`config.mk`:
```
export PLATFORM = sky130hd
export DESIGN_NAME = ccu_top
export DESIGN_NICKNAME = d
export VERILOG_FILES = /design/src/ccu_pkg.sv /design/src/ccu_top.sv /design/src/isa_decoder.sv /design/src/isa_fetch.sv /design/src/ccu_fsm.sv /design/src/cfg_slot.sv
export SDC_FILE = /design/constraint.sdc
export NUM_CORES = 1
export LEC_CHECK = 0
export ABC_AREA = 1
export BUFFER_PORTS_ARGS = -buffer_cell sky130_fd_sc_hd__clkbuf_2
export CAP_MARGIN = 20
export CORE_UTILIZATION = 30
export DETAILED_ROUTE_END_ITERATION = 8
export SLEW_MARGIN = 20
export SYNTH_ARGS = -nofsm -noshare
export SYNTH_HDL_FRONTEND = slang
export SYNTH_SLANG_ARGS = --single-unit
```
`constraint.sdc`:
```
create_clock -name clk -period 18.51 [get_ports clk]
set_input_delay 3.702 -clock clk [delete_from_list [all_inputs] [get_ports clk]]
set_output_delay 3.702 -clock clk [all_outputs]
set_load 0.1 [all_outputs]
```
`src/ccu_pkg.sv`:
```
// Configuration control unit shared definitions
// Widths, opcodes, FSM states and the configuration records
// carried between the ISA fetch, decoder and configuration slots
`default_nettype none

package ccu_pkg;

    // ========================================
    // Widths and counts
    // ========================================
    localparam int WORD_W    = 128;  // ISA word from the GLB
    localparam int OPCODE_W  = 8;    // Low bits of every word
    localparam int ADDR_W    = 16;
    localparam int IDX_W     = 16;   // Point index, also layer number
    localparam int NUM_REQ   = 3;
    localparam int REQ_IDX_W = 2;

    // Record field widths
    localparam int K_W     = 6;
    localparam int ACT_W   = 8;
    localparam int MODE_W  = 2;
    localparam int CHN_W   = 12;
    localparam int SCALE_W = 20;

    // ========================================
    // Opcodes, equal to the requester index
    // ========================================
    localparam logic [OPCODE_W-1:0] OP_CCU = 8'd0;
    localparam logic [OPCODE_W-1:0] OP_KNN = 8'd1;
    localparam logic [OPCODE_W-1:0] OP_SYA = 8'd2;

    // Number of ISA words in one record of a requester
    function automatic logic [1:0] req_words(input logic [REQ_IDX_W-1:0] idx);
        if (OPCODE_W'(idx) == OP_SYA) begin
            return 2'd2;
        end
        return 2'd1;
    endfunction

    // ========================================
    // Types
    // ========================================
    typedef enum logic [1:0] {
        IDLE,
        IDLE_CFG,
        CFG,
        NET_DONE
    } ccu_state_e;

    typedef struct packed {
        logic [IDX_W-1:0]  nip;          // Input point count
        logic [K_W-1:0]    k;
        logic [ADDR_W-1:0] crd_rd_addr;  // Coordinate read address
        logic [ADDR_W-1:0] map_wr_addr;
    } knn_cfg_t;

    typedef struct packed {
        // Word 0
        logic [ACT_W-1:0]   shift;
        logic [ACT_W-1:0]   zp;
        logic [MODE_W-1:0]  mode;
        logic               ofm_phase_shift;
        logic [CHN_W-1:0]   chn;
        logic [SCALE_W-1:0] scale;
        // Word 1
        logic [ADDR_W-1:0]  act_rd_base;
        logic [ADDR_W-1:0]  wgt_rd_base;
        logic [ADDR_W-1:0]  ofm_wr_base;
    } sya_cfg_t;

    // Strobe for one matched ISA word
    typedef struct packed {
        logic                 vld;
        logic [REQ_IDX_W-1:0] req;
        logic                 word;   // Word number within the record
        logic                 last;
    } isa_rd_t;

endpackage

`default_nettype wire
```
`src/ccu_top.sv`:
```
// Configuration control unit of the point-cloud accelerator
// Sequencer, ISA fetch and decoder, with one configuration
// slot each for the KNN engine and the systolic array
`default_nettype none

module ccu_top #(
    parameter int ADDR_W = ccu_pkg::ADDR_W
) (
    input  wire                         clk,
    input  wire                         rst_n,
    input  wire                         start_i,
    output logic                        net_done_o,
    // GLB ISA read
    output logic [ADDR_W-1:0]           isa_addr_o,
    output logic                        isa_addr_vld_o,
    input  wire                         isa_addr_rdy_i,
    input  wire [ccu_pkg::WORD_W-1:0]   isa_dat_i,
    input  wire                         isa_dat_vld_i,
    output logic                        isa_dat_rdy_o,
    output logic [ADDR_W-1:0]           isa_rd_addr_min_o,
    // KNN engine
    output logic                        knn_rst_o,
    output logic                        knn_cfg_vld_o,
    input  wire                         knn_cfg_rdy_i,
    output ccu_pkg::knn_cfg_t           knn_cfg_o,
    // Systolic array
    output logic                        sya_rst_o,
    output logic                        sya_cfg_vld_o,
    input  wire                         sya_cfg_rdy_i,
    output ccu_pkg::sya_cfg_t           sya_cfg_o
);
    import ccu_pkg::*;

    ccu_state_e           state;
    logic [REQ_IDX_W-1:0] sel;
    logic [IDX_W-1:0]     num_layers;
    logic                 ccu_load;
    logic                 knn_load;
    logic                 sya_load;
    isa_rd_t              rd;
    knn_cfg_t             knn_dec;
    sya_cfg_t             sya_dec;

    // ========================================
    // Sequencer
    // ========================================
    ccu_fsm u_fsm (
        .clk          (clk),
        .rst_n        (rst_n),
        .start_i      (start_i),
        .num_layers_i (num_layers),
        .ccu_load_i   (ccu_load),
        .knn_rdy_i    (knn_cfg_rdy_i),
        .sya_rdy_i    (sya_cfg_rdy_i),
        .knn_vld_i    (knn_cfg_vld_o),
        .sya_vld_i    (sya_cfg_vld_o),
        .state_o      (state),
        .sel_o        (sel),
        .net_done_o   (net_done_o),
        .knn_rst_o    (knn_rst_o),
        .sya_rst_o    (sya_rst_o)
    );

    // ========================================
    // ISA fetch and decode
    // ========================================
    isa_fetch #(
        .ADDR_W (ADDR_W)
    ) u_fetch (
        .clk            (clk),
        .rst_n          (rst_n),
        .state_i        (state),
        .sel_i          (sel),
        .isa_addr_rdy_i (isa_addr_rdy_i),
        .isa_dat_i      (isa_dat_i),
        .isa_dat_vld_i  (isa_dat_vld_i),
        .isa_addr_o     (isa_addr_o),
        .isa_addr_vld_o (isa_addr_vld_o),
        .isa_dat_rdy_o  (isa_dat_rdy_o),
        .rd_o           (rd),
        .rd_addr_min_o  (isa_rd_addr_min_o)
    );

    isa_decoder u_decoder (
        .clk          (clk),
        .rst_n        (rst_n),
        .rd_i         (rd),
        .dat_i        (isa_dat_i),
        .num_layers_o (num_layers),
        .ccu_load_o   (ccu_load),
        .knn_o        (knn_dec),
        .knn_load_o   (knn_load),
        .sya_o        (sya_dec),
        .sya_load_o   (sya_load)
    );

    // ========================================
    // Configuration slots
    // ========================================
    cfg_slot #(
        .payload_t (knn_cfg_t)
    ) u_knn_slot (
        .clk    (clk),
        .rst_n  (rst_n),
        .load_i (knn_load),
        .data_i (knn_dec),
        .rdy_i  (knn_cfg_rdy_i),
        .vld_o  (knn_cfg_vld_o),
        .data_o (knn_cfg_o)
    );

    cfg_slot #(
        .payload_t (sya_cfg_t)
    ) u_sya_slot (
        .clk    (clk),
        .rst_n  (rst_n),
        .load_i (sya_load),
        .data_i (sya_dec),
        .rdy_i  (sya_cfg_rdy_i),
        .vld_o  (sya_cfg_vld_o),
        .data_o (sya_cfg_o)
    );

endmodule

`default_nettype wire

```
`src/isa_decoder.sv`:
```
// ISA decoder
// Slices matched ISA words into the control, KNN and systolic-array
// records and pulses a load with the last word of each record
`default_nettype none

module isa_decoder (
    input  wire                         clk,
    input  wire                         rst_n,
    input  wire ccu_pkg::isa_rd_t       rd_i,
    input  wire [ccu_pkg::WORD_W-1:0]   dat_i,
    output logic [ccu_pkg::IDX_W-1:0]   num_layers_o,
    output logic                        ccu_load_o,
    output ccu_pkg::knn_cfg_t           knn_o,
    output logic                        knn_load_o,
    output ccu_pkg::sya_cfg_t           sya_o,
    output logic                        sya_load_o
);
    import ccu_pkg::*;

    // Field positions, fields packed upward from the opcode
    localparam int KNN_K    = OPCODE_W + IDX_W;
    localparam int KNN_CRD  = KNN_K + K_W;
    localparam int KNN_MAP  = KNN_CRD + ADDR_W;
    localparam int S0_MODE  = 2 * ACT_W;          // Offsets inside held word 0
    localparam int S0_PHS   = S0_MODE + MODE_W;
    localparam int S0_CHN   = S0_PHS + 1;
    localparam int S0_SCALE = S0_CHN + CHN_W;
    localparam int SYA_W0_W = S0_SCALE + SCALE_W;

    logic [OPCODE_W-1:0] req_op;
    logic                is_ccu;
    logic                is_knn;
    logic                is_sya;
    logic [SYA_W0_W-1:0] sya_w0_q;      // SYA word 0 fields
    logic                sya_w0_seen_q;

    assign req_op = OPCODE_W'(rd_i.req);
    assign is_ccu = rd_i.vld && req_op == OP_CCU;
    assign is_knn = rd_i.vld && req_op == OP_KNN;
    assign is_sya = rd_i.vld && req_op == OP_SYA;

    // ========================================
    // Systolic-array word 0 holding
    // ========================================
    always_ff @(posedge clk) begin
        if (is_sya && !rd_i.word)
            sya_w0_q <= dat_i[OPCODE_W +: SYA_W0_W];
    end

    always_ff @(posedge clk or negedge rst_n) begin
        if (!rst_n)
            sya_w0_seen_q <= 1'b0;
        else if (is_sya)
            sya_w0_seen_q <= !rd_i.word;   // Set by word 0, cleared by word 1
    end

    // ========================================
    // Records and load pulses
    // ========================================
    assign num_layers_o = dat_i[OPCODE_W +: IDX_W];
    assign ccu_load_o   = is_ccu && rd_i.last;
    assign knn_load_o   = is_knn && rd_i.last;
    assign sya_load_o   = is_sya && rd_i.last && sya_w0_seen_q;

    always_comb begin
        knn_o.nip         = dat_i[OPCODE_W +: IDX_W];
        knn_o.k           = dat_i[KNN_K +: K_W];
        knn_o.crd_rd_addr = dat_i[KNN_CRD +: ADDR_W];
        knn_o.map_wr_addr = dat_i[KNN_MAP +: ADDR_W];
    end

    always_comb begin
        sya_o.shift           = sya_w0_q[0 +: ACT_W];
        sya_o.zp              = sya_w0_q[ACT_W +: ACT_W];
        sya_o.mode            = sya_w0_q[S0_MODE +: MODE_W];
        sya_o.ofm_phase_shift = sya_w0_q[S0_PHS];
        sya_o.chn             = sya_w0_q[S0_CHN +: CHN_W];
        sya_o.scale           = sya_w0_q[S0_SCALE +: SCALE_W];
        sya_o.act_rd_base     = dat_i[OPCODE_W +: ADDR_W];   // Word 1 is live
        sya_o.wgt_rd_base     = dat_i[OPCODE_W + ADDR_W +: ADDR_W];
        sya_o.ofm_wr_base     = dat_i[OPCODE_W + 2 * ADDR_W +: ADDR_W];
    end

endmodule

`default_nettype wire

```
`src/isa_fetch.sv`:
```
// ISA fetch
// Reads the selected requester's words from the GLB ISA memory with
// one read outstanding, skips foreign opcodes and keeps one read
// pointer per requester plus the smallest of them
`default_nettype none

module isa_fetch #(
    parameter int ADDR_W = ccu_pkg::ADDR_W
) (
    input  wire                           clk,
    input  wire                           rst_n,
    input  wire ccu_pkg::ccu_state_e      state_i,
    input  wire [ccu_pkg::REQ_IDX_W-1:0]  sel_i,
    input  wire                           isa_addr_rdy_i,
    input  wire [ccu_pkg::WORD_W-1:0]     isa_dat_i,
    input  wire                           isa_dat_vld_i,
    output logic [ADDR_W-1:0]             isa_addr_o,
    output logic                          isa_addr_vld_o,
    output logic                          isa_dat_rdy_o,
    output ccu_pkg::isa_rd_t              rd_o,
    output logic [ADDR_W-1:0]             rd_addr_min_o
);
    import ccu_pkg::*;

    logic [ADDR_W-1:0] ptr_q [NUM_REQ];
    logic              pend_q;      // Read issued, data not yet taken
    logic              done_q;      // Last matching word taken
    logic              wcnt_q;      // Matching words so far
    logic              in_cfg;
    logic              addr_hs;
    logic              dat_hs;
    logic              op_match;
    logic              last_word;

    assign in_cfg    = state_i == CFG;
    assign addr_hs   = isa_addr_vld_o && isa_addr_rdy_i;
    assign dat_hs    = isa_dat_vld_i && pend_q;
    assign op_match  = isa_dat_i[OPCODE_W-1:0] == OPCODE_W'(sel_i);
    assign last_word = {1'b0, wcnt_q} == req_words(sel_i) - 2'd1;

    // ========================================
    // GLB address and data channels
    // ========================================
    assign isa_addr_o     = ptr_q[sel_i];
    assign isa_addr_vld_o = in_cfg && !pend_q && !done_q;
    assign isa_dat_rdy_o  = pend_q;

    always_ff @(posedge clk or negedge rst_n) begin
        if (!rst_n)
            pend_q <= 1'b0;
        else if (addr_hs)
            pend_q <= 1'b1;
        else if (dat_hs)
            pend_q <= 1'b0;
    end

    // Skipped words move the pointer as well
    always_ff @(posedge clk or negedge rst_n) begin
        if (!rst_n) begin
            for (int i = 0; i < NUM_REQ; i++)
                ptr_q[i] <= '0;
        end else begin
            for (int i = 0; i < NUM_REQ; i++) begin
                if (state_i == IDLE)
                    ptr_q[i] <= '0;
                else if (addr_hs && sel_i == REQ_IDX_W'(i))
                    ptr_q[i] <= ptr_q[i] + 1'b1;
            end
        end
    end

    // ========================================
    // Word counter
    // ========================================
    always_ff @(posedge clk or negedge rst_n) begin
        if (!rst_n) begin
            wcnt_q <= 1'b0;
            done_q <= 1'b0;
        end else if (!in_cfg) begin
            wcnt_q <= 1'b0;
            done_q <= 1'b0;
        end else if (dat_hs && op_match) begin
            wcnt_q <= !last_word;   // Records are at most two words
            done_q <= last_word;
        end
    end

    always_comb begin
        rd_o.vld  = dat_hs && op_match;
        rd_o.req  = sel_i;
        rd_o.word = wcnt_q;
        rd_o.last = last_word;
    end

    // Loader may overwrite words below this address
    always_comb begin
        rd_addr_min_o = ptr_q[0];
        for (int i = 1; i < NUM_REQ; i++) begin
            if (ptr_q[i] < rd_addr_min_o)
                rd_addr_min_o = ptr_q[i];
        end
    end

endmodule

`default_nettype wire

```
`src/ccu_fsm.sv`:
```
// Configuration sequencer
// Picks the ready requester by fixed priority, waits for its
// configuration to complete and counts systolic-array layers
// until the network is finished
`default_nettype none

module ccu_fsm (
    input  wire                           clk,
    input  wire                           rst_n,
    input  wire                           start_i,
    input  wire [ccu_pkg::IDX_W-1:0]      num_layers_i,
    input  wire                           ccu_load_i,
    input  wire                           knn_rdy_i,
    input  wire                           sya_rdy_i,
    input  wire                           knn_vld_i,
    input  wire                           sya_vld_i,
    output ccu_pkg::ccu_state_e           state_o,
    output logic [ccu_pkg::REQ_IDX_W-1:0] sel_o,
    output logic                          net_done_o,
    output logic                          knn_rst_o,
    output logic                          sya_rst_o
);
    import ccu_pkg::*;

    ccu_state_e           state_q;
    ccu_state_e           state_d;
    logic                 ccu_rdy_q;     // Own ready flag
    logic [NUM_REQ-1:0]   req_rdy;
    logic [NUM_REQ-1:0]   cfg_hs;
    logic [REQ_IDX_W-1:0] pick;
    logic [REQ_IDX_W-1:0] sel_q;
    logic [IDX_W-1:0]     num_layers_q;
    logic [IDX_W-1:0]     layer_cnt_q;
    logic                 sya_hs;
    logic                 net_fin;

    assign req_rdy = {sya_rdy_i, knn_rdy_i, ccu_rdy_q};
    assign sya_hs  = sya_vld_i && sya_rdy_i;
    assign cfg_hs  = {sya_hs, knn_vld_i && knn_rdy_i, ccu_load_i};
    assign net_fin = (num_layers_q != '0) && (layer_cnt_q == num_layers_q);

    // Lowest index wins
    always_comb begin
        pick = '0;
        for (int i = NUM_REQ - 1; i >= 0; i--) begin
            if (req_rdy[i])
                pick = REQ_IDX_W'(i);
        end
    end

    // ========================================
    // State machine
    // ========================================
    always_comb begin
        state_d = state_q;
        case (state_q)
            IDLE:
                if (start_i)
                    state_d = IDLE_CFG;
            IDLE_CFG:
                if (net_fin)
                    state_d = NET_DONE;
                else if (|req_rdy)
                    state_d = CFG;
            CFG:
                if (cfg_hs[sel_q])   // Selected target took its record
                    state_d = IDLE_CFG;
            default:
                state_d = IDLE;      // NET_DONE lasts one cycle
        endcase
    end

    always_ff @(posedge clk or negedge rst_n) begin
        if (!rst_n) begin
            state_q <= IDLE;
            sel_q   <= '0;
        end else begin
            state_q <= state_d;
            if (state_q == IDLE_CFG && state_d == CFG)
                sel_q <= pick;
        end
    end

    always_ff @(posedge clk or negedge rst_n) begin
        if (!rst_n)
            ccu_rdy_q <= 1'b1;
        else if (state_q == IDLE)
            ccu_rdy_q <= 1'b1;
        else if (ccu_load_i)
            ccu_rdy_q <= 1'b0;
    end

    // ========================================
    // Layer count
    // ========================================
    always_ff @(posedge clk or negedge rst_n) begin
        if (!rst_n) begin
            num_layers_q <= '0;
            layer_cnt_q  <= '0;
        end else if (state_q == IDLE) begin
            num_layers_q <= '0;
            layer_cnt_q  <= '0;
        end else begin
            if (ccu_load_i)
                num_layers_q <= num_layers_i;
            if (sya_hs)
                layer_cnt_q <= layer_cnt_q + 1'b1;   // One layer per SYA config
        end
    end

    assign state_o    = state_q;
    assign sel_o      = sel_q;
    assign net_done_o = state_q == NET_DONE;
    assign knn_rst_o  = state_q == IDLE;
    assign sya_rst_o  = state_q == IDLE;

endmodule

`default_nettype wire

```
`src/cfg_slot.sv`:
```
// Configuration slot
// Captures one record on load and offers it to the target
// with a valid level that is held until the target is ready
`default_nettype none

module cfg_slot #(
    parameter type payload_t = logic [7:0]
) (
    input  wire           clk,
    input  wire           rst_n,
    input  wire           load_i,
    input  wire payload_t data_i,
    input  wire           rdy_i,
    output logic          vld_o,
    output payload_t      data_o
);

    always_ff @(posedge clk or negedge rst_n) begin
        if (!rst_n)
            vld_o <= 1'b0;
        else if (load_i)
            vld_o <= 1'b1;
        else if (rdy_i)
            vld_o <= 1'b0;   // Handshake, or nothing held
    end

    // Record stays stable while valid is up
    always_ff @(posedge clk) begin
        if (load_i)
            data_o <= data_i;
    end

endmodule

`default_nettype wire

```
==> metrics list <==
* Total wirelength of the detailed-routed design: 31.47 mm
- Floorplan die width: just over 200 µm
* Post-detailed-route count of antenna-violating nets: 0
- CP max FO: 31
* Number of setup violations in the final report: 0
- Detailed-router iteration count before antenna repair: 5
- Number of buffers inserted during clock tree synthesis: 31
- Die Outline Area: 42000 µm²
- Yosys top cell area share: 49.58%
- Synthesis produced a netlist with a net count of about 1200.
- Across all setup checks in the final design, the least slack found is roughly 9.2 ns.
- DRC violations left: 0
- Most prevalent standard cell on the critical path: nand2_1
- The worst-case IR drop observed on VDD is about 100 µV.
- Class of the tightest hold or removal check: reg2reg
* Clock input transition at the sequential cells of the worst setup and hold paths: around 0.060 ns
* Proportion of synthesized flip-flops having asynchronous set or reset: between 30% and 40%
- CTS placed an instance of clkbuf_16 at the clock tree root.
- Based on the critical path, the design can be clocked at up to roughly 110 MHz.
- Portion of the post-synthesis area used by sequential elements: approximately two thirds
* Hold-fix buffer count after cts: 0
- By area, the combinational part of the netlist is dominated by simple AND/OR/NAND/NOR gates.
- Wire length of the first global-routing pass: 48.31 mm
* Aggregate global-route resource usage: between 10% and 20%
- Die boundary height: 204.9 µm
- The congestion estimate from routability-driven global placement came to 0.9031.
- Top post-synthesis cells by area: edfxtp_1, dfrtp_1, nand2_1
* Number of buffers on the longest clock path: 3
* Power Total: about 1800 µW
- The number of hold violations in the final report came to 0.
- The largest single stage delay on the critical path is roughly 0.64 ns.
- During placement, the flow inserted port buffers numbering 260.
* Number of DRC markers in iteration 0: roughly 560
* Number of flops mapped to enable cells by yosys: a little over 200
- Unrepaired setup endpoints after global routing: false
- Transition at the pin with the smallest max-transition slack: around 0.95 ns
* Setup skew after layout: 0.01912 ns
- After Yosys synthesis, full adders, half adders and majority gates account for around 3.4% of the synthesized area.
- Worst Hold Path Cells: 0
* Final non-filler cell total: between 1500 and 2000
* Clock insertion delay at the later pin of the skew report: 0.57 ns
- The slowest stage of the critical path belongs to the cell o21ai_0.
- The critical path is of the reg2out type.
- Simple logic cell fraction of the synthesized area: approximately 15%
- Compared with the post-synthesis result, the final layout area differs by 23.23%.
- Required time worst endpoint: 14.81 ns
- For this design the ratio of total power to cell area is 115.0 nW/µm².
* R2R cell count: 9
* Maximum level of the CTS H-tree: 1
- Leading register cell type out of synthesis: edfxtp_1
* Cell area after technology mapping: ~12000 µm²
* Number of vias in the routed layout: roughly 8900
- For this run, the number of Yosys warnings is 0.
- In this run the static leakage power is 0.006490 µW.
* Setup bufs post-CTS: 0
* Max Slew Vio Count: 0
- Mean cell area of the mapped netlist: approximately 12 µm²
- Min-Delay Startpoint: u_decoder.sya_w0_q[34]
* Gates resized, CTS repair: 0
* Period utilization: between 50 and 60%
- Prior to clock tree synthesis, the placed netlist has a worst setup slack of 9.828 ns.
- After Yosys synthesis, XOR and XNOR cells account for 1.560% of the synthesized area.
- The critical path goes through inv_1, ha_1, a21oi_1, nor2_1, nor3_1, nand2_1, nand2_1, nand2_1, o21ai_0, inv_1, ha_1, a21oi_1, nor2_1, a211oi_1, o221a_2, nand2_1, nand2_1, nand2_1, clkbuf_2.
* Number of cell rows: 73
* Synth unique cells: 42
* Outcome: completed
- The worst hold path terminates at u_sya_slot.data_o[51].
* Post-layout nets: approximately 1500
* HPWL after detailed placement: ~23 mm
- At the worst endpoint, the arrival time is around 5.6 ns.
- Clock net sink count: between 200 and 300
* Element type at the critical path start: register
- Routed vias/inst: between 4 and 5
- End of the worst register-to-register path: u_sya_slot.data_o[41]
- Wirelength per Cell: about 17 µm
* Slew HR: between 30% and 40%
- Fraction of synthesized area in multiplexers: 0%
- The number of global-route vias before repair is roughly 8600.
* Area leader, netlist: edfxtp_1
* Clock tree from TritonCTS: done
* Number of max-capacitance violations reported: 0
* Number of cells produced by synthesis: between 1000 and 1500
* Setup TNS after final layout: 0 ns
* Core Footprint: approximately 40000 µm²
* Placed Cells: roughly 1800
- Compound-cell area share of the yosys netlist: approximately 7.5%
* Sort of element at the end of the critical path: output pin
- Shortest clock period the worst path allows after layout: approximately 9.3 ns
* Total grt overflow: 0
* Launch instance of the worst register-to-register path: u_fsm.sel_o[1]
* Top Ports: 327
* Initial Util: between 30% and 40%
- Synthesis inferred 295 register bits.
- 0 antenna diodes ended up in the layout.
- Fraction of final layout cells sized beyond drive strength 1: between 20% and 30%
* Setup slack of the worst register-to-register path: between 10 and 15 ns
* Largest net degree at the start of global routing: between 70 and 80
- The initial antenna violation count was 0.
final cells by class:
class                   instances  area [µm²]
multi-input cells             609        3387
well taps                     525       656.9
inverters                     126       475.5
clock buffers                  37       798.3
flip-flops and latches        295        8404
fillers                      3915       24960
repair buffers                266        1349
clock inverters                19       153.9
registers in the layout (all words and copies together), names as in the netlist:
name	count
u_sya_slot.vld_o	1
u_fsm.num_layers_q	16
u_decoder.sya_w0_seen_q	1
u_decoder.sya_w0_q	51
u_fetch.isa_dat_rdy_o	1
u_fetch.wcnt_q	1
u_fsm.sel_o	2
u_fetch.ptr_q	48
u_fsm.layer_cnt_q	16
u_fetch.done_q	1
u_knn_slot.vld_o	1
u_knn_slot.data_o	54
u_sya_slot.data_o	99
u_fsm.state_o	2
u_fsm.ccu_rdy_q	1
cells by family (layout without fill, tap and decap cells):
kind of cell             after synthesis  count (layout)
AND/OR/NAND/NOR                      383             383
AO/OA/AOI/OAI                        170             170
XOR/XNOR                              22              22
flip-flops                           295             295
adder cells (fa/ha/maj)               34              34
buffers and inverters                152             448
critical path: cells and delay by family, from the launching register on:
family,cells,cell delay [ns]
AOI/OAI and AO/OA,5,1.68
adders and majority gates,2,0.60
buffers and inverters,3,0.70
DFF,1,0.43
and+or+nand+nor,9,1.63
synthesized netlist by cell type, drive strengths merged, types with 2 or more instances:
| cell | instances |
|---|---|
| edfxtp | 204 |
| nand2 | 173 |
| inv | 126 |
| dfrtp | 90 |
| o21ai | 82 |
| nor2 | 62 |
| nand3 | 61 |
| a21oi | 59 |
| nor3 | 39 |
| ha | 34 |
| nand4 | 21 |
| nor4 | 21 |
| clkbuf | 20 |
| xor2 | 20 |
| a22oi | 16 |
| buf | 6 |
| a211oi | 4 |
| and3 | 3 |
| o21bai | 2 |
| o31ai | 2 |
| xnor2 | 2 |
routing by layer:
layer	share of wire, %	vias up	wire [µm]	GRT usage [%]
li1	-	4261	-	-
met3	8.2	39	2585	2.959
met5	0	-	0	0
met2	46	353	14380	24.44
met4	1.5	0	476	3.307
met1	45	4201	14030	20.05
where the power goes:
group / leakage [µW] / internal [µW] / switching, µW / total [µW]
sequential: 0.00308 / 719 / 16.1 / 735
clock: 0.000467 / 335 / 251 / 585
combinational: 0.00294 / 88.8 / 341 / 430
total: 0.00649 / 1140 / 608 / 1750
through the flow:
step,instance area [µm²],utilization [%],hold WS [ns]
finish,15220,37.88,0.4172
global route,15220,37.88,0.4218
CTS,15220,37.88,0.4189
detailed placement,14270,35.51,0.4045
global placement,14270,35.51,0.4000
floorplan,12350,-,0.4003
cells in the final DEF (no fill, tap or decap), types with 16 or more instances in the layout:
cell type	synthesis	layout
clkbuf_2	0	259
edfxtp_1	204	204
nand2_1	163	163
inv_1	124	124
dfrtp_1	90	90
o21ai_0	81	81
nand3_1	60	60
a21oi_1	59	59
nor2_1	53	50
nor3_1	39	39
ha_1	34	34
clkbuf_16	0	31
nand4_1	21	21
xor2_1	20	20
nor4_1	17	17
a22oi_1	16	16
worst max-delay path by stage:
| stage | to | depth (start not counted) | start |
|---|---|---|---|
| 2_1_floorplan | u_sya_slot.data_o[0] | 8 | isa_dat_vld_i |
| 3_3_place_gp | isa_rd_addr_min_o[14] | 19 | u_fetch.ptr_q[37] |
| 3_5_place_dp | isa_rd_addr_min_o[13] | 19 | u_fetch.ptr_q[37] |
| 4_1_cts | isa_rd_addr_min_o[13] | 19 | u_fetch.ptr_q[37] |
| 5_1_grt | isa_rd_addr_min_o[13] | 19 | u_fetch.ptr_q[37] |
| 6_report | isa_rd_addr_min_o[13] | 19 | u_fetch.ptr_q[37] |
(Power assumes the default switching activity.)
